[src/rtl/sync_pulse_gen.sv]
// sync clock for a switching regulator or converter, toggles once per programmable period
module sync_pulse_gen #(
	parameter int cw   = 10,
	parameter int minc = 256
) (
	input  logic          lb_clk,
	input  logic          rst_n,
	input  logic [cw-1:0] cset,
	output logic          sync
);

	localparam logic [cw-1:0] MINC = cw'(minc);

	logic [cw-1:0] cnt;
	logic [cw-1:0] reload;

	// floor keeps the target chip within its sync range
	assign reload = (cset > MINC) ? cset : MINC;

	always_ff @(posedge lb_clk) begin
		if (!rst_n) begin
			cnt  <= MINC;   // first half period as after a slow reload
			sync <= 1'b0;
		end else if (cnt == '0) begin
			cnt  <= reload;   // new cset picked up here
			sync <= ~sync;
		end else begin
			cnt <= cnt - 1'b1;
		end
	end

endmodule

[config.mk]
export PLATFORM = sky130hd
export DESIGN_NAME = sync_pulse_gen
export DESIGN_NICKNAME = d
export VERILOG_FILES = /design/src/rtl/sync_pulse_gen.sv
export SDC_FILE = /design/constraint.sdc
export NUM_CORES = 1
export LEC_CHECK = 0
export ABC_CLOCK_PERIOD_IN_PS = 3300
export BUFFER_PORTS_ARGS = -buffer_cell sky130_fd_sc_hd__buf_4
export CAP_MARGIN = 40
export CORE_AREA = 2 2 39 41
export CTS_CLUSTER_DIAMETER = 50
export DETAILED_ROUTE_END_ITERATION = 8
export DIE_AREA = 0 0 41 43
export GPL_TIMING_DRIVEN = 0
export HOLD_SLACK_MARGIN = 0.06
export PLACE_DENSITY = 0.7
export SLEW_MARGIN = 20
export SYNTH_ARGS = -nofsm -noshare
export SYNTH_HDL_FRONTEND = slang
export SYNTH_SLANG_ARGS = --single-unit
[constraint.sdc]
create_clock -name lb_clk -period 3.3 [get_ports lb_clk]
set_clock_uncertainty 0.1 [all_clocks]
set_input_delay 0 -clock lb_clk [delete_from_list [all_inputs] [get_ports lb_clk]]
set_output_delay 0 -clock lb_clk [all_outputs]
set_load 0.03 [all_outputs]
Word-level counts from Yosys, hierarchy flattened:

Index checks and enable logic that the tools add are counted.

* flip-flop bits (word level): 11
* bits in latches: 0
* RAM bits: 0
* ROM bits: 0
* bits of input ports: 12
* output and inout port bits: 1
* word-level logic and storage cells: 8
* memories: 0

* add/subtract/negate cells: 1
* multiply operators: 0
* div/mod/pow operators: 0
* $lt $le $gt $ge: 1
* eq/ne operators: 0
* shift operators: 0
* multiplexer cells: 2
* bitwise operators: 1
* reduce and logical (&&, ||, !) cells: 1

Operator list (count)
* 2-to-1 mux 10 bit: 2
* greater-than comparator 10 x 9 -> 1 bit, second input constant: 1
* logical NOT 10 bit: 1
* subtractor 10 x 1 -> 10 bit, second input constant: 1
* inverter 1 bit: 1

Logic depth before layout (Yosys ltp):

* depth after elaboration: 3
* depth in mapped cells: 7
* depth with buffers taken out: 6

Worst setup path after synthesis:

No wires, ideal clock.

* path kind: register to register
* from: reg cnt[0]
* to: reg cnt[6]
* library setup time: 0.086 ns
* arrival: 1.289 ns
* data required time: 3.114 ns
* setup slack: 1.825 ns
* cell stages (with the launch flop): 7
* path buffers: 1
* period minus slack after synthesis: 1.475 ns
* path through: dfxtp_1 inv_1 ha_1 nor2b_1 and3_1 buf_4 a221oi_2

* cells in the longest elaborated chain, start to end: 2
* elaborated cells between the ends (all ways): 3
* those cells by class: add/sub (1); mux (1); reduce/logical (1)

RTL lines
* start: declaration: RTL line 14 `logic [cw-1:0] cnt;`
* start signal: assignment: RTL line 25 `cnt <= reload;`
* start signal: assignment: RTL line 28 `cnt <= cnt - 1'b1;`
* subtractor 10 x 1 -> 10 bit / logical NOT 10 bit (equally long branches): RTL line 28, 24
* 2-to-1 mux 10 bit *: RTL line 24 `end else if (cnt == '0) begin`

Mark *: on every way between the ends. The rest lies on a longest branch, timed or not.
A chain may end at the register's enable or synchronous reset.

Final worst setup path:

* from: reg cnt[0]
* to: reg cnt[8]

The elaborated chain is that of the path after synthesis.

==> flow_summary.ini <==
[clocking]
cts_hold_buf = 10
cts_resized = 0
cts_tree = built
cts-htree-levels = 1
cts_setup_buffers = 0
numCtsBuffers = 3
cts-root-buf = clkbuf_4
clk_latency_ps = 270
clock_sinks = 11
cts_buffer_depth = 2
clkTransAtPathRegs_ps = 80

[job]
cap_violations = 0

[sta]
fin_crit_sh = 0.647
period_minus_slack_ps = 2130
fin_setup_tns_ps = 0
slew_violations = 0
relSlewSlack = 0.745
timing.fmax_mhz = 469
setup_ws_ps = 1170
finalSetupViolCount = 0
hold_viol_final = 0
timing.hold.ws_ps = 92.5
worst_slew_pin_slew_ps = 380
grt_setup_unrepaired = false

[setup_path]
end_kind = flip-flop
cp_top_family = simple AND/OR/NAND/NOR gates
crit_arrival_ps = 2200
required_ps = 3360
r2r_slack_ps = 1170
path_max_fanout = 10
max_stage_delay_ps = 540
cp-start-kind = flip-flop
cp_cell_sequence = inv_1, ha_1, nor2b_1, nand3_2, nor3_1, a21oi_1, dlygate4sd3_1
crit_buf_inv = 2
crit_path_top_delay_cell = dlygate4sd3_1
worst-setup-path-type = reg2reg

[floorplanning]
dieArea_mm2 = 0.00176
start_util = 0.451
boundaryPins = 13
die_w_um = 41
fp.dieH_um = 43
std_cell_rows = 14
coreArea_mm2 = 0.00138

[power]
ir_drop_v = 0.000384
p_sw_w = 0.000240
power.internal_w = 0.000386
comb_power_share = 0.464
powerDensity_mw_per_mm2 = 727
clock_power_share = 0.151
swShare = 0.384
p_leak_nw = 0.357
share_seq_of_total_power = 0.385

[detailed_routing]
ant_nets = 0
dr.pass1.iters = 4
wl_per_cell_um = 11.5
drtIter0Drc = 13
wl_um = 1330
vias = 614
drc = 0
via_per_inst = 5.34

[finish]
finalNetCount = 114
area_growth_pct = 37.9
drive_gt1_frac = 0.232
fin_util = 0.622
antenna_cells = 0

[synthesis]
synth_area_per_cell_um2 = 8.55
async_flop_share = 0
ys_seq_elements = 11
synth-edff-count = 0
yosysWarnings = 0
syn_inst = 73
ys_types = 32
syn_nets = 87
syn-cell-area_um2 = 624
synth-main-ff-cell = dfxtp_1
yosysSeqAreaShare = 0.353

[global_routing]
antenna_found_initial = 0
grt_max_degree = 11
grt_pass1_wl_um = 2170
grt_pass1_vias = 516
grt_usage = 0.184
overflow = 0

[placed_design]
io_buffers = 12
dp_slack_ps = 1630
finalWeightedCongestion = 0.743
hpwl_um = 884

[status]
status = finished, final reports clean

[min_path]
hp-class = in2reg
==> power groups by stage <==
stage,Clock (W),Sequential (W),Combinational (W)
after floorplan,0,0.000235,0.000225
after global placement,0,0.000241,0.000267
after detailed placement,0,0.000242,0.000271
after CTS,0.0000985,0.000240,0.000290
after global routing,0.000101,0.000249,0.000328
final,0.0000945,0.000241,0.000290
==> registers in the layout, indices dropped and copies added (netlist names) <==
signal	count
sync	1
cnt	10
==> per-stage QoR <==
step / area, µm² / cells / power [W]
6_report: 861 / 115 / 0.000626
3_3_place_gp: 734 / 101 / 0.000508
4_1_cts: 861 / 115 / 0.000629
3_5_place_dp: 734 / 101 / 0.000513
5_1_grt: 861 / 115 / 0.000678
2_1_floorplan: 624 / 73 / 0.000460
==> worst reg2reg max path: cells and delay by family (launching register included) <==
family | cells | cell delay (ps)
buf+inv | 2 | 640
fa+ha+maj | 1 | 190
flops | 1 | 330
simple gates | 3 | 710
compound gates | 1 | 50
==> layout by cell type, fill, tap and decap left out, drive strengths merged, types with 2 or more instances in the layout <==
cell / instances
buf: 13
nor2: 3
dlygate4sd3: 10
ha: 2
nand4: 2
nor3b: 2
nor3: 3
nand2: 8
o21ai: 3
and2: 2
or2: 2
xor2: 2
dfxtp: 11
nor4: 2
xnor2: 4
a21oi: 8
nand3: 5
clkbuf: 5
inv: 2
==> synth_stat cells (2+ instances only) <==
library cell  count  area share
a21oi_1           8       0.064
dfxtp_1          11        0.35
ha_1              2       0.040
inv_1             2       0.012
nand2_1           8       0.048
nand3_1           4       0.032
nand4_1           2       0.020
nor2_1            3       0.018
nor3_1            3       0.024
o21ai_0           3       0.024
or2_2             2       0.020
xnor2_1           4       0.056
xor2_1            2       0.028
==> layout make-up <==
class,count,area (µm²)
buffer,2,11.3
clock buffer,4,26.3
fill,122,523
inverter,3,11.3
multi-input combinational,57,382
sequential,11,220
tap,16,20.0
timing repair buffer,22,190
==> kinds of logic after synthesis <==
kind of cell | after synthesis | synth area share
flip-flops | 11 | 0.353
buffers and inverters | 5 | 0.0361
adder cells (fa/ha/maj) | 2 | 0.0401
AND/OR/NAND/NOR | 32 | 0.309
AO/OA/AOI/OAI | 17 | 0.178
XOR/XNOR | 6 | 0.0842
==> path summary, 6_finish.rpt <==
path              startpoint     end  depth (start not counted)
setup / recovery      cnt[0]  cnt[8]                          7
hold / removal       cset[9]  cnt[9]                          5
setup reg to reg      cnt[0]  cnt[8]                          7
hold reg to reg       cnt[9]  cnt[9]                          1
==> metal layers <==
metal | up-vias | global-route usage | share of wire | wire length (µm)
met5 | - | 0 | 0 | 0
met4 | 0 | 0.120 | 0.016 | 21
met3 | 4 | 0.0314 | 0.057 | 75
met2 | 21 | 0.250 | 0.44 | 584
met1 | 275 | 0.256 | 0.49 | 644
li1 | 314 | - | - | -
Note: power is estimated with default switching activity, not from simulation.
