### config.mk
export PLATFORM = sky130hd
export DESIGN_NAME = idelay_load_seq
export DESIGN_NICKNAME = d
export VERILOG_FILES = /design/src/rtl/dig_regmap_pkg.sv /design/src/rtl/idelay_load_seq.sv
export SDC_FILE = /design/constraint.sdc
export NUM_CORES = 1
export LEC_CHECK = 0
export BUFFER_PORTS_ARGS = -buffer_cell sky130_fd_sc_hd__buf_2
export CAP_MARGIN = 20
export CORE_MARGIN = 2
export CORE_UTILIZATION = 59
export DETAILED_ROUTE_END_ITERATION = 8
export PLACE_DENSITY_LB_ADDON = 0.12
export SLEW_MARGIN = 20
export SYNTH_ARGS = -nofsm -noshare
export SYNTH_HDL_FRONTEND = slang
export SYNTH_SLANG_ARGS = --single-unit
### constraint.sdc
create_clock -name lb_clk -period 1.4 [get_ports lb_clk]
set_input_delay 0.07 -clock lb_clk [delete_from_list [all_inputs] [get_ports lb_clk]]
set_output_delay 0.07 -clock lb_clk [all_outputs]
set_load 0.005 [all_outputs]
### src/rtl/dig_regmap_pkg.sv
// local bus geometry, register map and clock status encoding for the digitizer config
package dig_regmap_pkg;

	// local bus
	localparam int LB_AW = 12;   // word address
	localparam int LB_DW = 32;   // word data

	// idelay lanes, 8 per ADC chip
	localparam int IDELAY_W = 5;   // tap value
	localparam int IDELAY_N = 16;

	// word addresses seen by the host
	typedef enum logic [LB_AW-1:0] {
		REG_PERIPH_CONFIG  = 0,     // b0 pwr_en, b1 adc_pdwn, b2 mmcm_reset
		REG_BITSLIP        = 1,     // 8 bits per ADC
		REG_CLK_STATUS     = 2,     // write b0 freeze, b1 verify
		REG_SYNC_CSET      = 3,     // [9:0] ad7794, [21:16] tps62210
		REG_CAPTURE_CTRL   = 4,     // b0 trigger, [5:4] log2 block length
		REG_CAPTURE_STATUS = 5,     // run, done, pointer
		REG_IDELAY_BASE    = 16,    // 16 lanes, 16..31
		REG_CAPTURE_BASE   = 2048   // capture memory in upper half
	} reg_addr_e;

	// mmcm history as seen by software
	// unset after reset or any lock loss
	// frozen once software has set up the clocks
	// verified once the data path checked out
	typedef enum logic [1:0] {
		CLK_UNSET    = 2'd0,
		CLK_FROZEN   = 2'd1,
		CLK_VERIFIED = 2'd2
	} clk_status_e;

endpackage

### src/rtl/idelay_load_seq.sv
// idelay load sequencer, turns lane writes into two-cycle load pulses and keeps readback mirrors
module idelay_load_seq import dig_regmap_pkg::*; (
	input  logic                        lb_clk,
	input  logic                        rst_n,
	input  logic                        we,
	input  logic [$clog2(IDELAY_N)-1:0] idx,
	input  logic [IDELAY_W-1:0]         data,
	input  logic [$clog2(IDELAY_N)-1:0] rd_idx,
	output logic [IDELAY_N-1:0]         idelay_ld,
	output logic [IDELAY_W-1:0]         idelay_value,
	output logic [IDELAY_W-1:0]         mirror_val
);

	localparam int IDX_W = $clog2(IDELAY_N);

	logic [1:0]          we_sr;      // write strobe history
	logic [IDX_W-1:0]    hold_idx;   // lane of last write
	logic [IDELAY_W-1:0] mirror [IDELAY_N];

	//   we         __-_______
	//   we_sr      ___--_____
	//   idelay_ld  ____--____  one lane only
	always_ff @(posedge lb_clk) begin
		if (!rst_n) begin
			we_sr        <= '0;
			hold_idx     <= '0;
			idelay_value <= '0;
			idelay_ld    <= '0;
			for (int n = 0; n < IDELAY_N; n++)
				mirror[n] <= '0;
		end else begin
			we_sr <= {we_sr[0], we};
			if (we) begin
				hold_idx     <= idx;
				idelay_value <= data;   // shared by all lanes
				mirror[idx]  <= data;
			end
			for (int n = 0; n < IDELAY_N; n++)
				idelay_ld[n] <= (|we_sr) && (hold_idx == IDX_W'(n));
		end
	end

	assign mirror_val = mirror[rd_idx];   // registered in regbank

endmodule

== Word level (Yosys, flattened, before mapping) ==
Memory sizes are Yosys's and may differ from the RTL's.
Cells that the tools add are included.

* Flip-flop bits (word level): 27
* RAM bits: 80
* Input bits: 16
* Output and inout port bits: 26
* Memories kept: 1

{| class="wikitable"
|+ Memories
! name !! depth !! bits a word !! rd ports !! clocked after Yosys merged registers in !! wr ports !! RTL line !! RTL
|-
| mirror || 16 || 5 || 1 || 0 || 16 || idelay_load_seq.sv:18 || <nowiki>logic [IDELAY_W-1:0] mirror [IDELAY_N];</nowiki>
|}

* Eq/ne operators: 15
* Mux-type cells: 7
* Reduce and logical (&&, ||, !) cells: 19

{| class="wikitable"
|+ Operators by type and width
! operator !! count
|-
| $eq A4 B4 Y1 const B || 8
|-
| $eq A4 B3 Y1 const B || 4
|-
| $logic_and A1 B1 Y1 || 16
|-
| $eq A4 B2 Y1 const B || 2
|-
| $mux W1 || 5
|-
| $mux W5 || 1
|-
| $reduce_or A5 Y1 || 1
|-
| $eq A4 B1 Y1 const B || 1
|-
| $logic_not A4 Y1 || 1
|-
| $mux W4 || 1
|-
| $reduce_or A2 Y1 || 1
|}

== Longest topological paths before layout ==
Gate-level depths: netlist (run 1).

* Depth after elaboration: 5
* Gate-level depth with buffers: 4

== Least setup slack after synthesis (run 1) ==
OpenSTA, ideal clock, no wires.

* Path kind: input port to flip-flop
* From: input port idx[0]
* To: memory mirror[10][0] (enable)
* Library setup time: 374 ps
* Arrival: 918 ps
* Data required time: 1026 ps
* Path slack: 108 ps
* Stages on the path: 3
* Path buffers: 1
* Cells stage by stage: clkbuf_1 -> nand2b_1 -> o21ai_0

{| class="wikitable"
|+ RTL lines
! what !! RTL line !! RTL
|-
| start, declared || idelay_load_seq.sv:6 || <nowiki>input logic [$clog2(IDELAY_N)-1:0] idx,</nowiki>
|-
| end, declared || idelay_load_seq.sv:18 ||
|}

== Worst setup path after layout (run 1) ==
* From: memory mirror[2][1]
* To: output port mirror_val[1]

* Cells in the longest elaborated chain, start to end: 1

{| class="wikitable"
|+ Ends and longest elaborated chain
! what !! RTL line !! RTL
|-
| $mem_v2 Z16 W5 || n/a ||
|-
| end, declared || idelay_load_seq.sv:11 || <nowiki>output logic [IDELAY_W-1:0] mirror_val</nowiki>
|}

No other way between the ends.

==> results of run 1 <==
-- synth_stat cells (all sizes together) --
cell type	number
dfxtp	27
nand3	12
nand2b	8
o21a	1
nand4	1
nand2	7
clkbuf	11
or3	2
mux4	20
edfxtp	80
nand4b	2
nor2	25
mux2i	9
and2	82
a22oi	5
o21ai	13
nor3	8
buf	5
nor2b	11
inv	1
nand4bb	1
-- registers in the layout (all words and copies together) (netlist names) --
name and flops:
idelay_ld 16, idelay_value 5, we_sr 2, hold_idx 4
mirror 80
-- power breakdown --
part / switching, mW / leakage (nW) / internal [mW]
sequential: 0.0609 / 0.983 / 3.55
combinational: 0.281 / 0.922 / 0.256
clock: 0.993 / 0.107 / 0.870
total: 1.33 / 2.01 / 4.68
-- layout make-up --
cell class / instances / area share [%]
inverter: 1 / 0.0707
sequential: 107 / 55.4
clock buffer: 13 / 3.44
clock inverter: 3 / 0.353
timing repair buffer: 70 / 8.67
tap: 102 / 2.40
multi-input combinational: 207 / 29.7
-- layer usage --
metal | track usage [%] | wire length [um] | vias to the layer above
met3 | 5.67 | 394 | 14
met5 | 0 | 0 | -
met2 | 36.3 | 4430 | 57
met1 | 31.9 | 4040 | 1352
met4 | 8.46 | 136 | 0
li1 | - | - | 1319
-- worst max-delay path, delay by kind of cell, from the launching register on --
| family | cells | cell delay, ns |
|---|---|---|
| AO/OA/AOI/OAI | 1 | 0.20 |
| buffers and inverters | 1 | 0.13 |
| flip-flops | 1 | 0.41 |
| multiplexers | 1 | 0.49 |
| AND/OR/NAND/NOR | 1 | 0.08 |
-- stage by stage --
step / worst slack (ns) / std cells / cell area (um2) / total power [mW] / hold WS, ns
after floorplan: 0.108 / 331 / 4570 / 3.97 / 0.240
after global placement: -0.0318 / 487 / 5080 / 4.20 / 0.394
after detailed placement: -0.0526 / 487 / 5080 / 4.22 / 0.404
after CTS: -0.357 / 503 / 5310 / 6.05 / 0.0229
after global routing: -0.439 / 503 / 5310 / 6.23 / 0.0407
final: -0.336 / 503 / 5310 / 6.02 / 0.0340
-- cells by family after synthesis --
kind of cell	share of synthesized area (%)
and+or+nand+nor	19.7
DFF	64.4
muxes	11.8
AOI/OAI and AO/OA	2.41
buffers and inverters	1.70
-- how the worst max path moves through the flow --
stage | start | endpoint | slack [ns]
floorplan | idx[0] | mirror[10][0] | 0.11
global placement | rd_idx[0] | mirror_val[4] | -0.03
detailed placement | rd_idx[0] | mirror_val[4] | -0.05
CTS | mirror[6][3] | mirror_val[3] | -0.36
global route | mirror[3][0] | mirror_val[0] | -0.44
finish | mirror[2][1] | mirror_val[1] | -0.34
-- what timing repair did --
item | in CTS | in global routing
setup endpoints to repair | 5 | 5
pin swaps | 8 | 0
resized for setup | 5 | 0
setup buffers | 0 | 0
-- cells in the final DEF (no fill, tap or decap), drive strengths merged, types with 3 or more instances in the layout --
master,synthesis,layout
and2,82,82
edfxtp,80,80
buf,5,70
dfxtp,27,27
nor2,25,25
mux4,20,20
o21ai,13,13
clkbuf,11,13
nand3,12,12
nor2b,11,11
mux2i,9,9
nand2b,8,8
nor3,8,8
nand2,7,7
a22oi,5,5
clkinv,0,3
==> impl_metrics.tcl, run 1 <==
set metrics [dict create \
    area_growth_pct 16.2 \
    grt_max_degree 22 \
    die_y_um 92.0 \
    netlist_instances 331 \
    fmax_ghz 0.576 \
    reg2regPathDepth 3 \
    violations "setup timing" \
    ff2ff_setup_slack_ns 0.32 \
    min_path_cells 3 \
    drc 0 \
    fin_ws_ns -0.336 \
    vias 2742 \
    post-route-period-util_pct 124 \
    fillers 553 \
    rr_startpoint "hold_idx[3]" \
    power_per_cell_area_nw_per_um2 1130 \
    startpoint_type "flip-flop" \
    yosysTopAreaCellShare_pct 52.6 \
    status "finished with violations" \
    start_util_pct 60.1 \
    dp_hpwl_mm 6.42 \
    drive_gt1_share_pct 27.4 \
    fp-row-count 32 \
    die_w_um 92.0 \
    crit_path_top_delay_cell "mux4_2" \
    antenna_found_initial 0 \
    h-tree-depth 3 \
    syn_nets 347 \
    final_antenna_net_count 0 \
    pin_count 42 \
    cts_inserted_buffers 9 \
    core_area_um2 7610 \
    ys_ff_latch 107 \
    num_antenna_cells 0 \
    cts_tree "built" \
    irDropWorstVdd_mv 0.671 \
    hold_path_startpoint "idx[3]" \
    power.leakage_nw 2.01 \
    grt_pass1_vias 2813 \
    final_util_pct 69.8 \
    grt_usage_pct 23.1 \
    r2r-end "idelay_ld[8]" \
    slew_headroom_pct 59.8 \
    gp_congestion 0.743 \
    regArea_um2 2940 \
    avgSynthCellArea_um2 13.8 \
    portBuffers 41 \
    layout.nets 412 \
    yosysSeqAreaShare_pct 64.4 \
    wire_per_inst_um 17.9 \
    synth_cell_type_count 24 \
    drv_slew 0 \
    setup_viol 5 \
    rsz0062_at_grt "true" \
    hold_violations 0 \
    syn_area_um2 4570 \
    worst_slew_pin_slew_ns 0.602 \
    crit_chain "mux4_2 -> a22oi_2 -> nand3_1 -> buf_2" \
    hold_path_end "hold_idx[3]" \
    die-area_um2 8470 \
    worstSkewPairLatency_ns 0.36 \
    ctsHoldBuffers 0 \
    synth_top_area_cell "edfxtp_1" \
    clockBufferDepth 2 \
    grt_pass1_wl_mm 14.5 \
    ys_top_cells_by_area "edfxtp_1 53%, dfxtp_1 12%, and2_1 11%" \
    critPathCaptureType "output pin" \
    multiInputGateArea_um2 1580 \
    path_class "reg -> out" \
    cp.required_ns 1.33 \
    yosysWarnings 0 \
    routed_via_density 5.45 \
    cts_root_buf "clkbuf_8" \
    critical_path.max_stage_delay_ns 0.49 \
    drt_iter0_drc 231 \
    drv_cap 0 \
    clock-sinks 107 \
    hold_class "in -> reg" \
    skew_ns 0.00397 \
    routed_wl_mm 9.00 \
    cts.clk_slew.worst_paths_ns 0.09 \
    worst-path-max-fanout 1 \
    cp.arrival_ns 1.67 \
    dr.pass1.iters 4 \
    gr-total-overflow 0 \
    fin_crit_ns 1.74 \
    fin_setup_tns_ns -1.62 \
]
Note: power is estimated with default switching activity, not from simulation.
==> run 2, diff against run 1 <==
Settings changed: CORE_UTILIZATION 59 to 53.
Clock period 1.4 ns to 1.55 ns, I/O delays scaled along.
==> run 2 against run 1 <==
The flow still finishes with violations (setup timing). Global-route usage is 2.3 points lower. Register-to-register slack better by 0.10 ns. Flip-flop and latch count unchanged. Hold slack worse by 0.0019 ns. Wire length up 1.5%. First-iteration DRC count rose by 1.3%. Critical endpoint is now mirror_val[3]. Largest power group unchanged. Highest routed layer unchanged.
==> impl_metrics.tcl, run 2 (same netlist as run 1, synthesis figures left out) <==
set metrics [dict create \
    status "finished with violations" \
    violations "setup timing" \
    critPathCaptureType "output pin" \
    wire_per_inst_um 18.2 \
    worst-path-max-fanout 1 \
    die-area_um2 9380 \
    power_per_cell_area_nw_per_um2 1020 \
    whs_ns 0.0320 \
    fin_crit_ns 1.78 \
    layout.nets 409 \
    final_antenna_net_count 0 \
    placed_cells 487 \
    start_util_pct 55.1 \
    drive_gt1_share_pct 26.9 \
    cts_root_buf "clkbuf_8" \
    clockBufferDepth 2 \
    clock-sinks 107 \
    crit_chain "mux4_2 -> a22oi_2 -> nand3_1 -> buf_2" \
    path_class "reg -> out" \
    routed_wl_mm 9.14 \
    final_cell_mix "82 x and2_1, 80 x edfxtp_1, 41 x buf_2, 27 x dfxtp_1, 25 x nor2_1" \
    cts_inserted_buffers 9 \
    critical_path.max_stage_delay_ns 0.47 \
    layout_commonest_cell "and2_1" \
    h-tree-depth 3 \
    reg_top3 "mirror (80), idelay_ld (16), idelay_value (5)" \
    die_w_um 96.9 \
    rsz0062_at_grt "true" \
    drc 0 \
    pre_cts_slack_ns 0.115 \
    core_area_um2 8300 \
    fillers 607 \
    hold_violations 0 \
    num_antenna_cells 0 \
    fmax_ghz 0.563 \
    drv_cap 0 \
    vias 2736 \
    dp_hpwl_mm 6.45 \
    grt_usage_pct 20.9 \
    portBuffers 41 \
    crit_path_top_delay_cell "mux4_2" \
    post-route-period-util_pct 115 \
    irDropWorstVdd_mv 0.596 \
    fp-row-count 33 \
    grt_pass1_wl_mm 14.9 \
    skew_ns 0.00381 \
    drv_slew 0 \
    gp_congestion 0.792 \
    post_cts_buffers 0 \
    startpoint_type "flip-flop" \
    setup_viol 5 \
    routed_via_density 5.44 \
    cp.required_ns 1.47 \
    worstSkewPairLatency_ns 0.37 \
    cts.clk_slew.worst_paths_ns 0.11 \
    cts_tree "built" \
    cp.arrival_ns 1.70 \
    largest_reg_flops 80 \
    largest-register "mirror" \
    power.leakage_nw 1.99 \
    grt_pass1_vias 2776 \
    fin_ws_ns -0.225 \
    grt_max_degree 23 \
    pin_count 42 \
    die_y_um 96.9 \
    final_util_pct 63.4 \
    gr-total-overflow 0 \
    drt_iter0_drc 234 \
    area_growth_pct 15.1 \
    worst_slew_pin_slew_ns 0.536 \
    hold_class "in -> reg" \
    dr.pass1.iters 4 \
    fin_cells 503 \
    antenna_found_initial 0 \
    slew_headroom_pct 64.2 \
]
## run 2: layer usage
metal	GRT usage (%)	share of wire, %
met1	30.2	45
met4	7.04	1.8
met3	5.13	6.3
met2	31.3	46
met5	0	0
## run 2: layout make-up
| class | count | area (um2) | share of cell area, % |
|---|---|---|---|
| clock inverter | 7 | 58.8 | 1.12 |
| multi-input combinational | 207 | 1580 | 29.9 |
| tap | 105 | 131 | 2.50 |
| sequential | 107 | 2940 | 55.9 |
| clock buffer | 9 | 124 | 2.35 |
| inverter | 1 | 3.75 | 0.0713 |
| timing repair buffer | 67 | 425 | 8.09 |
## run 2: per-stage QoR
stage	total power, mW	setup TNS, ns	instance area, um2
global placement	3.79	0	5050
global route	5.58	-1.37	5260
CTS	5.40	-1.10	5260
detailed placement	3.80	0	5050
floorplan	3.59	0	4570
finish	5.37	-1.03	5260
## run 2: worst paths after layout
check                                startpoint              end  slack (ns)  cells after the start
worst max register to register         we_sr[0]     idelay_ld[0]        0.42                      3
worst max-delay path               mirror[0][3]    mirror_val[3]       -0.23                      4
worst min register to register  idelay_value[0]  idelay_value[0]        0.52                      2
worst min-delay path                     idx[2]      hold_idx[2]        0.03                      3
## run 2: worst max-delay path: cells and delay by family, from the launching register on
kind / cells / cell delay, ns
DFF: 1 / 0.40
muxes: 1 / 0.47
and+or+nand+nor: 1 / 0.10
AOI/OAI and AO/OA: 1 / 0.23
buffers and inverters: 1 / 0.13
## run 2: what timing repair did
action                                  in CTS  in global routing
resized for setup                            5                  0
pin swaps                                    8                  0
endpoints found under the setup margin       5                  5
hold buffers                                 0                  0
gates cloned                                 0                  0
## run 2: where the power goes
part / internal, mW / switching [mW]
Clock: 0.618 / 1.01
Combinational: 0.223 / 0.254
Sequential: 3.21 / 0.0573
Total: 4.05 / 1.32
==> run 3, diff against run 2 <==
Settings changed: SKIP_CTS_REPAIR_TIMING from default to 1.
==> run 3 against run 2 <==
The flow still finishes with violations (setup timing). Clock skew about the same. Clock-buffer cell count unchanged. Flip-flop and latch count unchanged. Hold slack improved by 0.0024 ns. Largest cell class unchanged.
==> impl_metrics.tcl, run 3 (same netlist as run 1, synthesis figures left out) <==
set metrics [dict create \
    grt_pass1_vias 2779 \
    comb_power_share_pct 8.9 \
    skew_ns 0.00383 \
    core_area_um2 8300 \
    clkPwrFrac_pct 30.3 \
    top_layer "met4" \
    dpl_cell_area_um2 5050 \
    drc 0 \
    p_int_mw 4.05 \
    m1WireLength_mm 4.10 \
    grt_max_degree 23 \
    rr_startpoint "we_sr[0]" \
    fmax_ghz 0.562 \
    gp_congestion 0.792 \
    pin_count 42 \
    p_seq_share_pct 60.9 \
    layout.nets 409 \
    start_util_pct 55.1 \
    num_antenna_cells 0 \
    drive_gt1_share_pct 26.9 \
    dr.pass1.iters 5 \
    critPathCaptureType "output pin" \
    die_y_um 96.9 \
    wire_per_inst_um 18.2 \
    grt_pass1_wl_mm 14.9 \
    final_antenna_net_count 0 \
    fp-row-count 33 \
    slew_headroom_pct 64.4 \
    hold_class "in -> reg" \
    crit_start "mirror[0][3]" \
    violations "setup timing" \
    drv_cap 0 \
    cts_tree "built" \
    cts.clk_slew.worst_paths_ns 0.11 \
    antenna_found_initial 0 \
    vias 2719 \
    worst-path-max-fanout 1 \
    largest_reg_flops 80 \
    dp_hpwl_mm 6.45 \
    portBuffers 41 \
    fillers 607 \
    post-route-period-util_pct 115 \
    worstSkewPairLatency_ns 0.37 \
    r2r-end "idelay_ld[0]" \
    cp.required_ns 1.47 \
    routed_via_density 5.41 \
    clock-sinks 107 \
    grt_usage_pct 20.9 \
    switchingPower_mw 1.32 \
    startpoint_type "flip-flop" \
    gr-total-overflow 0 \
    switching_share_pct 24.5 \
    area_growth_pct 15.1 \
    power_per_cell_area_nw_per_um2 1020 \
    whs_ns 0.0344 \
    h-tree-depth 3 \
    ff2ff_setup_slack_ns 0.42 \
    path_class "reg -> out" \
    hold_violations 0 \
    cp.arrival_ns 1.70 \
    drv_slew 0 \
    crit_path_end "mirror_val[3]" \
    rsz0062_at_grt "true" \
    die_w_um 96.9 \
    cts_root_buf "clkbuf_8" \
    fin_crit_ns 1.78 \
    power.leakage_nw 1.99 \
    fin_setup_tns_ns -1.04 \
    placed_cells 487 \
    reg_top3 "mirror (80), idelay_ld (16), idelay_value (5)" \
    die-area_um2 9380 \
    final_cell_mix "82 x and2_1, 80 x edfxtp_1, 41 x buf_2, 27 x dfxtp_1, 25 x nor2_1" \
    setup_viol 5 \
    irDropWorstVdd_mv 0.598 \
    reg2regPathDepth 3 \
    routed_wl_mm 9.15 \
    routed-wl-met2_mm 4.38 \
    design_area_um2 5260 \
    cts_inserted_buffers 9 \
    status "finished with violations" \
    drt_iter0_drc 217 \
    layout_commonest_cell "and2_1" \
    clockBufferDepth 2 \
    finalPower_mw 5.37 \
    fin_cells 503 \
    met3_length_um 545 \
    worst_slew_pin_slew_ns 0.533 \
    largest-register "mirror" \
    fin_ws_ns -0.228 \
]
## run 3: cell counts in the layout (fill, tap and decap cells not counted)
No cell type changed its count.
## run 3: cell type report
type	instances	area, um2	area share (%)
clock inverters	7	58.8	1.12
repair buffers	67	425	8.09
flip-flops and latches	107	2940	55.9
inverters	1	3.75	0.0713
clock buffers	9	124	2.35
multi-input cells	207	1580	29.9
well taps	105	131	2.50
## run 3: power groups by stage
stage	clock network [mW]	registers [mW]	logic, mW
floorplan	0	3.31	0.281
global placement	0	3.33	0.460
detailed placement	0	3.33	0.467
CTS	1.65	3.27	0.469
global route	1.77	3.29	0.519
finish	1.62	3.27	0.476
## run 3: metal layers
layer	vias to the layer above	global-route usage (%)
met1	1309	30.2
li1	1316	-
met4	0	7.04
met5	-	0
met2	85	31.3
met3	9	5.13
## run 3: worst min path at each step
stage / cells past startpoint / slack [ns] / end / startpoint
3_3_place_gp: 3 / 0.40 / hold_idx[3] / idx[3]
3_5_place_dp: 3 / 0.42 / hold_idx[2] / idx[2]
2_1_floorplan: 2 / 0.25 / hold_idx[2] / idx[2]
5_1_grt: 3 / 0.03 / hold_idx[2] / idx[2]
4_1_cts: 3 / 0.02 / hold_idx[2] / idx[2]
6_report: 3 / 0.03 / hold_idx[2] / idx[2]
## run 3: stage by stage
| step | utilization (%) | worst slack (ns) |
|---|---|---|
| finish | 63.4 | -0.228 |
| floorplan | - | 0.250 |
| detailed placement | 60.9 | 0.115 |
| global route | 63.4 | -0.297 |
| CTS | 63.1 | -0.294 |
| global placement | 60.9 | 0.131 |
## run 3: worst max-delay path: stages, from the launching register on
cell	delay (ns)
edfxtp_1	0.40
mux4_2	0.47
a22oi_2	0.23
nand3_1	0.10
buf_2	0.13
