$ cat config.mk
export PLATFORM = sky130hd
export DESIGN_NAME = dig_regbank
export DESIGN_NICKNAME = d
export VERILOG_FILES = /design/src/rtl/dig_regmap_pkg.sv /design/src/rtl/dig_regbank.sv
export SDC_FILE = /design/constraint.sdc
export NUM_CORES = 1
export LEC_CHECK = 0
export BUFFER_PORTS_ARGS = -buffer_cell sky130_fd_sc_hd__buf_2
export CAP_MARGIN = 20
export CORE_ASPECT_RATIO = 1.5
export CORE_MARGIN = 2
export CORE_UTILIZATION = 25
export CTS_CLUSTER_SIZE = 20
export DETAILED_ROUTE_END_ITERATION = 12
export GPL_TIMING_DRIVEN = 0
export PLACE_DENSITY = 0.61
export SETUP_SLACK_MARGIN = 0.02
export SLEW_MARGIN = 40
export SYNTH_ARGS = -nofsm -noshare
export SYNTH_HDL_FRONTEND = slang
export SYNTH_SLANG_ARGS = --single-unit
$ cat constraint.sdc
create_clock -name lb_clk -period 2.1 [get_ports lb_clk]
set_clock_uncertainty 0.05 [all_clocks]
set_input_delay 0.42 -clock lb_clk [delete_from_list [all_inputs] [get_ports lb_clk]]
set_output_delay 0.42 -clock lb_clk [all_outputs]
set_load 0.02 [all_outputs]
$ cat src/rtl/dig_regmap_pkg.sv
// local bus geometry, register map and clock status encoding for the digitizer config
package dig_regmap_pkg;

	// local bus
	localparam int LB_AW = 12;   // word address
	localparam int LB_DW = 32;   // word data

	// idelay lanes, 8 per ADC chip
	localparam int IDELAY_W = 5;   // tap value
	localparam int IDELAY_N = 16;

	// word addresses seen by the host
	typedef enum logic [LB_AW-1:0] {
		REG_PERIPH_CONFIG  = 0,     // b0 pwr_en, b1 adc_pdwn, b2 mmcm_reset
		REG_BITSLIP        = 1,     // 8 bits per ADC
		REG_CLK_STATUS     = 2,     // write b0 freeze, b1 verify
		REG_SYNC_CSET      = 3,     // [9:0] ad7794, [21:16] tps62210
		REG_CAPTURE_CTRL   = 4,     // b0 trigger, [5:4] log2 block length
		REG_CAPTURE_STATUS = 5,     // run, done, pointer
		REG_IDELAY_BASE    = 16,    // 16 lanes, 16..31
		REG_CAPTURE_BASE   = 2048   // capture memory in upper half
	} reg_addr_e;

	// mmcm history as seen by software
	// unset after reset or any lock loss
	// frozen once software has set up the clocks
	// verified once the data path checked out
	typedef enum logic [1:0] {
		CLK_UNSET    = 2'd0,
		CLK_FROZEN   = 2'd1,
		CLK_VERIFIED = 2'd2
	} clk_status_e;

endpackage

$ cat src/rtl/dig_regbank.sv
// host register block, decodes bus writes into settings and strobes, registers read data
module dig_regbank import dig_regmap_pkg::*; #(
	parameter int cap_aw = 6
) (
	input  logic                   lb_clk,
	input  logic                   rst_n,
	input  logic                   lb_strobe,
	input  logic                   lb_rd,
	input  logic [LB_AW-1:0]       lb_addr,
	input  logic [LB_DW-1:0]       lb_dout,
	output logic [LB_DW-1:0]       lb_din,
	// settings
	output logic                   pwr_en,
	output logic                   adc_pdwn,
	output logic                   mmcm_reset,
	output logic [15:0]            bitslip,
	output logic [9:0]             ad7794_cset,
	output logic [5:0]             tps62210_cset,
	// clock status command
	output logic                   clk_status_we,
	output logic [1:0]             wr_data,
	// idelay write
	output logic                   idelay_we,
	output logic [$clog2(IDELAY_N)-1:0] idelay_idx,
	output logic [IDELAY_W-1:0]    idelay_data,
	// capture control
	output logic                   cap_trig,
	output logic [1:0]             cap_log_ratio,
	// read sources
	input  clk_status_e            clk_status,
	input  logic [IDELAY_W-1:0]    mirror_val,
	input  logic [LB_DW-1:0]       cap_status,
	output logic [$clog2(IDELAY_N)-1:0] rd_idx,
	output logic [cap_aw+1:0]      cap_rd_addr,
	input  logic [LB_DW-1:0]       cap_rd_data
);

	localparam int IDX_W = $clog2(IDELAY_N);

	logic wr_en, rd_en;
	logic in_idelay, in_capture;
	logic [LB_DW-1:0] rd_mux;

	assign wr_en = lb_strobe & ~lb_rd;
	assign rd_en = lb_strobe & lb_rd;

	// address windows
	assign in_idelay = (lb_addr >= REG_IDELAY_BASE) && (lb_addr < REG_IDELAY_BASE + IDELAY_N);
	assign in_capture = (lb_addr >= REG_CAPTURE_BASE);   // whole upper half, aliases above 2^(cap_aw+2)

	// write strobes act at the same edge as the bus write
	assign clk_status_we = wr_en && (lb_addr == REG_CLK_STATUS);
	assign wr_data = lb_dout[1:0];   // b0 freeze, b1 verify
	assign idelay_we = wr_en && in_idelay;
	assign idelay_idx = lb_addr[IDX_W-1:0];
	assign idelay_data = lb_dout[IDELAY_W-1:0];
	assign cap_trig = wr_en && (lb_addr == REG_CAPTURE_CTRL) && lb_dout[0];

	// readout addresses straight off the bus
	assign rd_idx = lb_addr[IDX_W-1:0];
	assign cap_rd_addr = lb_addr[cap_aw+1:0];   // word*4 + channel pair

	// settings registers
	always_ff @(posedge lb_clk) begin
		if (!rst_n) begin
			pwr_en        <= 1'b0;
			adc_pdwn      <= 1'b0;
			mmcm_reset    <= 1'b0;
			bitslip       <= '0;
			ad7794_cset   <= '0;
			tps62210_cset <= '0;
			cap_log_ratio <= '0;
		end else if (wr_en) begin
			case (lb_addr)
				REG_PERIPH_CONFIG: {mmcm_reset, adc_pdwn, pwr_en} <= lb_dout[2:0];
				REG_BITSLIP:       bitslip <= lb_dout[15:0];
				REG_SYNC_CSET: begin
					ad7794_cset   <= lb_dout[9:0];
					tps62210_cset <= lb_dout[21:16];
				end
				REG_CAPTURE_CTRL:  cap_log_ratio <= lb_dout[5:4];   // trigger bit not held
				default: ;
			endcase
		end
	end

	// read select, memory and mirror paths are combinational upstream
	always_comb begin
		rd_mux = '0;   // unmapped reads 0
		if (in_capture) begin
			rd_mux = cap_rd_data;
		end else if (in_idelay) begin
			rd_mux = LB_DW'(mirror_val);
		end else begin
			case (lb_addr)
				REG_PERIPH_CONFIG:  rd_mux = LB_DW'({mmcm_reset, adc_pdwn, pwr_en});
				REG_BITSLIP:        rd_mux = LB_DW'(bitslip);
				REG_CLK_STATUS:     rd_mux = LB_DW'(clk_status);
				REG_SYNC_CSET:      rd_mux = {10'b0, tps62210_cset, 6'b0, ad7794_cset};
				REG_CAPTURE_CTRL:   rd_mux = LB_DW'({cap_log_ratio, 4'b0});
				REG_CAPTURE_STATUS: rd_mux = cap_status;
				default:            rd_mux = '0;
			endcase
		end
	end

	// one cycle read latency everywhere, held until next read
	always_ff @(posedge lb_clk) begin
		if (!rst_n)
			lb_din <= '0;
		else if (rd_en)
			lb_din <= rd_mux;
	end

endmodule

### Yosys cells after proc, flatten, opt, wreduce, memory -nomap -nowiden

Index checks and enable logic that the tools add are counted.

| storage, ports and cells | value |
|---|---|
| input bits | 119 |
| bits in registers | 69 |
| output and inout bits | 95 |
| logic and storage cells | 32 |

| cells by class | value |
|---|---|
| bitwise logic cells | 3 |
| order comparisons | 3 |
| multiplexer cells | 3 |
| equality and inequality tests | 5 |
| reduce and logical (&&, ||, !) cells | 10 |

Operator list:

| cell | count |
|---|---|
| case mux 32 bit (6 select lines) | 1 |
| two-way mux 32 bit | 2 |
| equality test 12 x 2 -> 1 bit (second input constant) | 2 |
| equality test 12 x 3 -> 1 bit (second input constant) | 2 |
| equality test 12 x 1 -> 1 bit (second input constant) | 1 |
| greater-or-equal comparator 12 bit (second input constant) | 1 |
| greater-or-equal comparator 12 x 5 -> 1 bit (second input constant) | 1 |
| logical NOT 12 bit | 1 |
| less-than comparator 12 x 6 -> 1 bit (second input constant) | 1 |
| AND reduction 2 bit | 4 |
| logical AND 1 bit | 5 |
| bitwise AND 1 bit | 2 |
| inverter 1 bit | 1 |

### Depth between registers and ports, before layout

Gate-level depths: netlist of the first run.

| logic depth | value |
|---|---|
| word-level depth | 4 |
| mapped depth | 8 |

### Worst setup path before layout of the first run

Ideal clock, no wire load.

| timing | value |
|---|---|
| path type | input -> output |
| start point | in lb_addr[11] |
| end point | out cap_trig |
| path slack | -220 ps |
| buffers on the path | 2 |
| data required time | 1630 ps |
| stages | 5 |
| arrival time | 1850 ps |
| path through | clkbuf_1 or4_1 buf_2 nor3_1 and4_1 |

| between the ends | value |
|---|---|
| cells in the longest elaborated chain, start to end | 3 |

Ends and longest elaborated chain:

| element | RTL line | text |
|---|---|---|
| start, declared | dig_regbank.sv:9 | `input logic [LB_AW-1:0] lb_addr,` |
| equality test 12 x 3 -> 1 bit | dig_regbank.sv:57 | `assign cap_trig = wr_en && (lb_addr == REG_CAPTURE_CTRL) && lb_dout[0];` |
| logical AND 1 bit (2 in a row) | dig_regbank.sv:57 |  |
| end, declared | dig_regbank.sv:27 | `output logic cap_trig,` |

Every way passes these cells.

### Worst setup path in the final report of the first run

| timing | value |
|---|---|
| start point | in lb_addr[6] |
| end point | out clk_status_we |

| between the ends | value |
|---|---|
| cells in the longest elaborated chain, start to end | 2 |

Ends and longest elaborated chain:

| element | RTL line | text |
|---|---|---|
| equality test 12 x 2 -> 1 bit | dig_regbank.sv:52 | `assign clk_status_we = wr_en && (lb_addr == REG_CLK_STATUS);` |
| logical AND 1 bit | dig_regbank.sv:52 |  |
| end, declared | dig_regbank.sv:20 | `output logic clk_status_we,` |

Every way passes these cells.

==> flow_summary.json, run 1 <==
{
  "status": "complete, but fails checks",
  "violations": "negative setup slack",
  "vias_per_cell": 4.75,
  "synth.top_cell.area_share": 0.401,
  "layout_setup_ws_ns": -0.166,
  "fin_cells": 806,
  "portBuffers": 201,
  "dieArea_um2": 14700,
  "cts_tree": "yes",
  "met2_length_mm": 7.33,
  "ys_async_sr_fraction": 0,
  "initial_core_util": 0.255,
  "leakage_nw": 2.64,
  "post-route-util": 0.406,
  "routed-via-count": 3825,
  "endpoint": "clk_status_we",
  "grt_first_pass_wirelength_mm": 20.1,
  "syn_inst": 402,
  "critPathLaunch": "lb_addr[6]",
  "timing.final.crit_share": 1.08,
  "ys.flop_type": "dfxtp_1",
  "cts_num_sinks": 69,
  "synth_common_cells": "nand2_1 (83), dfxtp_1 (69), a21oi_1 (45)",
  "wl_met1_mm": 5.70,
  "syn_area_per_cell_um2": 8.56,
  "grt_max_degree": 16,
  "drc": 0,
  "relSlewSlack": 0.575,
  "rr_endpoint": "lb_din[0]$_SDFFE_PN0P_",
  "drt-total-wl_mm": 14.0,
  "grt_usage": 0.180,
  "fp.dieH_um": 148,
  "fillers": 1388,
  "crit_path_end_kind": "output pin",
  "core_area_um2": 13500,
  "drive_gt1_frac": 0.473,
  "dieWidth_um": 99.8,
  "dp_hpwl_mm": 10.7,
  "crit_required_ns": 1.63,
  "io-pin-count": 214,
  "grt_overflow": 0,
  "wl_per_cell_um": 17.3,
  "max_cap_viol_count": 0,
  "period_needed_ns": 2.27,
  "areaGrowthSynthToFinish_pct": 58.9,
  "ys_ff_latch": 69,
  "highest_layer": "met4",
  "hold_viol": 0,
  "yosysWarnings": 0,
  "drtAntennaViolNets": 0,
  "yosysSeqAreaShare": 0.401,
  "syn-cell-area_um2": 3440,
  "regArea_um2": 1380,
  "synth_nets": 521,
  "clk_pin_slew_ns": 0.06,
  "drtIter0Drc": 135,
  "clk_path_buf_depth": 2,
  "antenna_found_initial": 1,
  "final_max_slew_viol_count": 0,
  "power_density_nw_per_um2": 661,
  "cts-root-buf": "clkbuf_16",
  "setup_viol": 18,
  "synth_area_leader_cell": "dfxtp_1",
  "grt_pass1_vias": 3553,
  "ir_drop_uv": 284,
  "path_class": "in -> out",
  "timing.rr.start": "ad7794_cset[0]$_SDFFE_PN0P_",
  "timing.fmax_mhz": 441,
  "cp-start-kind": "input port",
  "placed_cells": 765,
  "cts_buffers": 9,
  "rows": 52,
  "reg2reg_depth": 3,
  "gp_congestion": 0.831,
  "htreeDepth": 3,
  "multi_input_area_um2": 1810,
  "rsz0062_at_grt": "true",
  "critPathMaxFanout": 5,
  "worst_pin_slew_ns": 0.638,
  "worstPathArrival_ns": 1.80,
  "synth_area_leaders": "dfxtp_1 (40%), mux2i_1 (12%), nand2_1 (9.1%), a21oi_1 (6.5%), buf_4 (5.7%)",
  "nets": 757,
  "hp-class": "in -> reg",
  "synth.distinct_cells": 35,
  "clock_latency_ns": 0.33,
  "met3_length_um": 657,
  "synth_edf_count": 0,
  "r2r_slack_ns": 0.54,
  "synth.most_common_cell": "nand2_1",
  "dr.pass1.iters": 4
}
report_power, final:
group | switching, mW | leakage (nW) | internal, mW
sequential | 0.0163 | 0.561 | 1.35
clock | 0.580 | 0.163 | 1.16
combinational | 0.294 | 1.92 | 0.216
cell type report:
class	count	area share
Antenna cell	1	0.000458
Clock buffer	10	0.0419
Sequential cell	69	0.253
Timing Repair Buffer	227	0.243
Clock inverter	6	0.0204
Buffer	56	0.0730
Multi-Input combinational cell	275	0.332
Tap cell	162	0.0371
flip-flops by register name, summed over array words and instances (netlist names):
name,cells
bitslip,16
cap_log_ratio,2
tps62210_cset,6
pwr_en,1
ad7794_cset,10
adc_pdwn,1
mmcm_reset,1
lb_din,32
worst max-delay path: stages:
cell	delay [ns]
buf_6	0.10
or4_4	0.55
buf_12	0.15
nor4_4	0.24
and3_4	0.22
buf_6	0.11
routing by layer:
layer  up-vias  GRT usage
met3        22     0.0307
li1       1883          -
met2       135      0.319
met1      1785      0.216
met4         0     0.0651
met5         -          0
cell usage in the layout, fill, tap and decap left out, types with 2 or more instances in the layout:
cell and n:
buf_2 196, nand2_1 83, dfxtp_1 69, a21oi_1 43
buf_4 42, mux2i_1 40, o21ai_0 33, clkbuf_1 22
a221oi_1 16, buf_6 11, clkbuf_16 11, nand3_1 8
mux2_2 7, buf_12 5, nor4_4 5, nor2b_1 4
a22oi_2 4, a31oi_1 3, bufinv_16 3, or4_4 2
buf_8 2, nand2b_1 2, nor2_1 2, nor4_1 2
and3_1 2, a21oi_2 2, mux4_2 2
timing repair:
| item | 4_1_cts | 5_1_grt |
|---|---|---|
| resized for setup | 22 | 13 |
| setup endpoints to repair | 56 | 45 |
| cloned | 1 | 2 |
| pin swaps | 7 | 10 |
| hold buffers | 0 | 0 |
| setup buffers | 15 | 8 |
per-stage QoR:
step           setup TNS, ns  cell area (um2)  power, mW  hold slack, ns  worst slack [ns]
2_1_floorplan          -2.14             3480       1.65           0.492            -0.140
3_3_place_gp          -29.90             4690       1.88           0.409            -0.857
3_5_place_dp          -27.58             4700       1.88           0.411            -0.569
4_1_cts               -0.575             5300       3.64           0.271            -0.145
5_1_grt                -2.45             5470       3.74           0.279            -0.202
6_report              -0.763             5470       3.61           0.279            -0.166
cells by family after synthesis:
group           synth area share
compound gates             0.173
simple gates               0.173
mux                        0.152
buf+inv                    0.100
flops                      0.401
worst min path at each step:
stage / start / end / slack, ns / depth (start not counted)
6_report: cap_status[24] / lb_din[24]$_SDFFE_PN0P_ / 0.28 / 3
2_1_floorplan: bitslip[0]$_SDFFE_PN0P_ / bitslip[0]$_SDFFE_PN0P_ / 0.49 / 2
3_3_place_gp: ad7794_cset[2]$_SDFFE_PN0P_ / ad7794_cset[2]$_SDFFE_PN0P_ / 0.41 / 2
4_1_cts: cap_status[29] / lb_din[29]$_SDFFE_PN0P_ / 0.27 / 3
5_1_grt: cap_status[30] / lb_din[30]$_SDFFE_PN0P_ / 0.28 / 3
3_5_place_dp: bitslip[6]$_SDFFE_PN0P_ / bitslip[6]$_SDFFE_PN0P_ / 0.41 / 2
No activity file was read; power rests on OpenSTA's default activity.
==> inputs of run 2 (changes only) <==
- REMOVE_ABC_BUFFERS: not set -> 1
==> run 2 against run 1 <==
The flow still finishes with violations (negative setup slack); count of clock-buffer cells in the layout stayed put; wire length is 10% lower; cell count is 6.5% lower; clock power is 14% lower; hold slack better by 0.0032 ns; fmax is 2.9% higher; critical endpoint unchanged.
==> flow_summary.json, run 2 (synthesis gave the netlist of run 1 again) <==
{
  "post-route-util": 0.377,
  "gp_congestion": 0.782,
  "place_ws_ns": -1.23,
  "fp.dieH_um": 148,
  "cpMostUsedCell": "buf_6",
  "path_class": "in -> out",
  "grt_max_degree": 92,
  "final_cell_mix": "buf_2 (194), nand2_1 (82), dfxtp_1 (69), mux2i_1 (40), a21oi_1 (40)",
  "grt_overflow": 0,
  "crit_slowest_cell": "or4_4",
  "n_antenna_cell": 0,
  "routed-via-count": 3724,
  "post_dp_cell_area_um2": 4420,
  "nets": 706,
  "endpoint": "clk_status_we",
  "drt-total-wl_mm": 12.5,
  "crit_path_end_kind": "output pin",
  "layout_setup_ws_ns": -0.102,
  "core_area_um2": 13500,
  "vias_per_cell": 4.94,
  "cts_hold_buffers": 0,
  "largest-register": "lb_din",
  "regArea_um2": 1380,
  "areaGrowthSynthToFinish_pct": 47.6,
  "timing.final.crit_share": 1.05,
  "cts_tree": "yes",
  "relSlewSlack": 0.507,
  "critPathMaxFanout": 5,
  "final_common_cell": "buf_2",
  "crit_path_max_incr_delay_ns": 0.60,
  "ir_drop_uv": 450,
  "crit_required_ns": 1.63,
  "rr_endpoint": "lb_din[0]$_SDFFE_PN0P_",
  "grt_first_pass_wirelength_mm": 18.8,
  "rsz0062_at_grt": "true",
  "grt_pass1_vias": 3514,
  "power_density_nw_per_um2": 655,
  "portBuffers": 203,
  "drtIter0Drc": 110,
  "timing.fmax_mhz": 454,
  "grt_usage": 0.164,
  "tns_ns": -0.200,
  "r2r_slack_ns": 0.74,
  "drive_gt1_frac": 0.468,
  "status": "complete, but fails checks",
  "fillers": 1364,
  "clk_path_buf_depth": 2,
  "io-pin-count": 214,
  "htreeDepth": 3,
  "period_needed_ns": 2.20,
  "clk_pin_slew_ns": 0.06,
  "drc": 0,
  "wl_per_cell_um": 16.6,
  "clock_latency_ns": 0.32,
  "rows": 52,
  "dr.pass1.iters": 4,
  "violations": "negative setup slack",
  "leakage_nw": 2.44,
  "cp-start-kind": "input port",
  "dieArea_um2": 14700,
  "drtAntennaViolNets": 0,
  "dieWidth_um": 99.8,
  "antenna_found_initial": 0,
  "design_area_um2": 5080,
  "cts-root-buf": "clkbuf_16",
  "setup_viol": 4,
  "initial_core_util": 0.255,
  "cts_buffers": 9,
  "crit_chain": "buf_6 -> or4_4 -> nor4_4 -> and3_4 -> buf_6",
  "reg.largest.list": "lb_din: 32 flops, bitslip: 16 flops, ad7794_cset: 10 flops",
  "dp_hpwl_mm": 8.69,
  "cts_num_sinks": 69,
  "hold_viol": 0,
  "reg2reg_depth": 3,
  "largest_reg_flops": 32,
  "worst_pin_slew_ns": 0.737,
  "hp-class": "in -> reg",
  "multi_input_area_um2": 1820,
  "critPathLaunch": "lb_addr[6]",
  "max_cap_viol_count": 0,
  "timing.rr.start": "ad7794_cset[0]$_SDFFE_PN0P_",
  "worstPathArrival_ns": 1.73,
  "final_max_slew_viol_count": 0
}
==> run 2: changes by cell type in the layout (fill, tap and decap cells not counted), moves of 4 or more <==
cell,delta
buf_12,-4
buf_4,-24
clkbuf_1,-21
a22oi_2,-4
a22oi_1,+4
buf_6,+5
==> run 2: stage by stage <==
| stage | power [mW] | hold WS (ns) | cells |
|---|---|---|---|
| after CTS | 3.37 | 0.266 | 748 |
| final | 3.33 | 0.282 | 754 |
| after global routing | 3.50 | 0.272 | 754 |
| after detailed placement | 1.82 | 0.416 | 718 |
| after global placement | 1.81 | 0.406 | 709 |
| after floorplan | 1.54 | 0.489 | 344 |
==> run 2: area by class of cell <==
cell class | instances | area share
clock buffer | 10 | 0.0451
clock inverter | 6 | 0.0126
multi-input combinational | 275 | 0.358
sequential | 69 | 0.272
tap | 162 | 0.0399
timing repair buffer | 232 | 0.272
==> run 2: critical path: cells and delay by family <==
family	cells	cell delay, ns
simple gates	3	1.10
buf+inv	2	0.20
==> run 2: timing repair <==
action	in CTS	in global routing
pin swaps	9	13
resized for setup	25	18
buffers inserted	13	6
gates cloned	1	0
endpoints found under the setup margin	72	28
==> run 2: layer usage <==
metal / share of wire / global-route usage / up-vias
met4: 0.014 / 0.0541 / 0
met5: 0 / 0 / -
met2: 0.53 / 0.293 / 166
met3: 0.059 / 0.0274 / 12
met1: 0.40 / 0.199 / 1769
li1: - / - / 1777
==> run 2: worst min path at each step <==
stage	from	endpoint	slack (ns)	depth (start not counted)
2_1_floorplan	bitslip[0]$_SDFFE_PN0P_	bitslip[0]$_SDFFE_PN0P_	0.49	2
3_3_place_gp	bitslip[3]$_SDFFE_PN0P_	bitslip[3]$_SDFFE_PN0P_	0.41	2
3_5_place_dp	bitslip[4]$_SDFFE_PN0P_	bitslip[4]$_SDFFE_PN0P_	0.42	2
4_1_cts	cap_status[14]	lb_din[14]$_SDFFE_PN0P_	0.27	3
5_1_grt	lb_dout[13]	bitslip[13]$_SDFFE_PN0P_	0.27	3
6_report	cap_status[0]	lb_din[0]$_SDFFE_PN0P_	0.28	3
==> run 2: power by group <==
group / internal [mW] / switching, mW
registers: 1.35 / 0.0172
clock network: 0.917 / 0.578
logic: 0.190 / 0.278
==> inputs of run 3 (changes only) <==
- CORE_ASPECT_RATIO: 1.5 -> 1.2
- REMOVE_ABC_BUFFERS: 1 -> not set
==> run 3 against run 2 <==
The run still ends with negative setup slack left; critical path depth increased by 1; cell count up 7.6%; count of clock-buffer cells in the layout is the same; total power is 5.6% higher; wire length grew 13%; fmax is 2.3% lower; global-route usage is 1.9 points higher; setup slack worse by 0.051 ns.
==> flow_summary.json, run 3 (synthesis gave the netlist of run 1 again) <==
{
  "timing.rr.start": "ad7794_cset[1]$_SDFFE_PN0P_",
  "largest_reg_flops": 32,
  "timing.final.crit_share": 1.07,
  "vias_per_cell": 4.82,
  "initial_core_util": 0.258,
  "wl_met1_mm": 5.79,
  "core_area_um2": 13400,
  "dr.pass1.iters": 4,
  "final_max_slew_viol_count": 0,
  "rsz0062_at_grt": "true",
  "cpMostUsedCell": "buf_6",
  "reg2reg_depth": 3,
  "fillers": 1392,
  "multi_input_area_um2": 1800,
  "rows": 46,
  "reg.largest.list": "lb_din: 32 flops, bitslip: 16 flops, ad7794_cset: 10 flops",
  "fin_total_pwr_mw": 3.52,
  "cts-root-buf": "clkbuf_16",
  "place_ws_ns": -0.625,
  "final_common_cell": "buf_2",
  "fin_cells": 811,
  "htreeDepth": 3,
  "crit_required_ns": 1.63,
  "post-route-util": 0.405,
  "met2_length_mm": 7.19,
  "hp-class": "in -> reg",
  "worstPathArrival_ns": 1.78,
  "timing.fmax_mhz": 444,
  "design_area_um2": 5410,
  "crit_path_end_kind": "output pin",
  "post_dp_cell_area_um2": 4710,
  "dieArea_um2": 14700,
  "cts_hold_buffers": 0,
  "setup_viol": 37,
  "cp_num_buf_inv": 3,
  "grt_overflow": 0,
  "ir_drop_uv": 347,
  "io-pin-count": 214,
  "holdWs_ns": 0.268,
  "drive_gt1_frac": 0.470,
  "whs_path_depth": 3,
  "antenna_found_initial": 0,
  "max_cap_viol_count": 0,
  "power_density_nw_per_um2": 650,
  "crit_slowest_cell": "or4_4",
  "cp-start-kind": "input port",
  "gp_congestion": 0.854,
  "cts_num_sinks": 69,
  "fp.dieH_um": 133,
  "crit_path_max_incr_delay_ns": 0.53,
  "drc": 0,
  "tns_ns": -2.41,
  "grt_max_degree": 13,
  "drt-total-wl_mm": 14.2,
  "dp_hpwl_mm": 10.9,
  "n_antenna_cell": 0,
  "rr_endpoint": "lb_din[1]$_SDFFE_PN0P_",
  "highest_layer": "met4",
  "drtAntennaViolNets": 0,
  "portBuffers": 201,
  "critPathTopFamily": "simple AND/OR/NAND/NOR gates",
  "largest-register": "lb_din",
  "period_needed_ns": 2.25,
  "cts_buffers": 9,
  "layout_setup_ws_ns": -0.153,
  "areaGrowthSynthToFinish_pct": 57.2,
  "critPathLaunch": "lb_addr[10]",
  "holdPathEnd": "tps62210_cset[5]$_SDFFE_PN0P_",
  "grt_pass1_vias": 3912,
  "final_cell_mix": "buf_2 (197), nand2_1 (83), dfxtp_1 (69), a21oi_1 (44), mux2i_1 (40)",
  "path_class": "in -> out",
  "critPathMaxFanout": 6,
  "routed-via-count": 3912,
  "clk_path_buf_depth": 2,
  "clk_pin_slew_ns": 0.06,
  "min_from": "lb_dout[21]",
  "leakage_nw": 2.61,
  "nets": 757,
  "crit_chain": "buf_6 -> or4_4 -> buf_8 -> nor4_4 -> and3_4 -> buf_6",
  "grt_usage": 0.183,
  "regArea_um2": 1380,
  "r2r_slack_ns": 0.67,
  "worst_pin_slew_ns": 0.777,
  "cts_tree": "yes",
  "placed_cells": 771,
  "dieWidth_um": 111,
  "violations": "negative setup slack",
  "relSlewSlack": 0.478,
  "grt_first_pass_wirelength_mm": 20.9,
  "met3_length_um": 917,
  "hold_viol": 0,
  "status": "complete, but fails checks",
  "clock_latency_ns": 0.34,
  "wl_per_cell_um": 17.5,
  "drtIter0Drc": 236
}
==> run 3: cell count changes in the layout (fill, tap and decap cells not counted), moves of 3 or more <==
| cell | change |
|---|---|
| buf_4 | +18 |
| a21oi_2 | -4 |
| a21oi_1 | +4 |
| a22oi_2 | +3 |
| clkbuf_1 | +22 |
| buf_2 | +3 |
| a22oi_1 | -3 |
==> run 3: tightest hold or removal path: cells and delay by family <==
family / cells / cell delay [ns]
buffers and inverters: 1 / 0.09
muxes: 1 / 0.05
and+or+nand+nor: 1 / 0.04
==> run 3: what timing repair did <==
action | 4_1_cts | 5_1_grt
gates resized for setup | 22 | 18
cloned | 1 | 1
setup buffers | 16 | 6
setup endpoints to repair | 56 | 53
pin swaps | 7 | 6
==> run 3: metal layers <==
layer  GRT usage  up-vias
li1            -     1883
met1       0.216     1838
met2       0.323      164
met3      0.0394       27
met4      0.0748        0
met5           0        -
==> run 3: layout make-up <==
cell class                      count  area share
Clock inverter                      6      0.0160
Timing Repair Buffer              225       0.241
Clock buffer                       10      0.0423
Buffer                             58      0.0752
Sequential cell                    69       0.255
Multi-Input combinational cell    275       0.332
Tap cell                          168      0.0389
==> run 3: worst max path at each step <==
| stage | to | cells after the start |
|---|---|---|
| 6_report | clk_status_we | 6 |
| 5_1_grt | clk_status_we | 6 |
| 4_1_cts | clk_status_we | 6 |
| 3_5_place_dp | bitslip[7]$_SDFFE_PN0P_ | 8 |
| 3_3_place_gp | lb_din[10]$_SDFFE_PN0P_ | 6 |
| 2_1_floorplan | bitslip[5]$_SDFFE_PN0P_ | 7 |
==> run 3: power breakdown <==
group          switching, mW  internal, mW
combinational          0.293         0.211
sequential            0.0177          1.35
clock                  0.605          1.04
total                  0.916          2.60
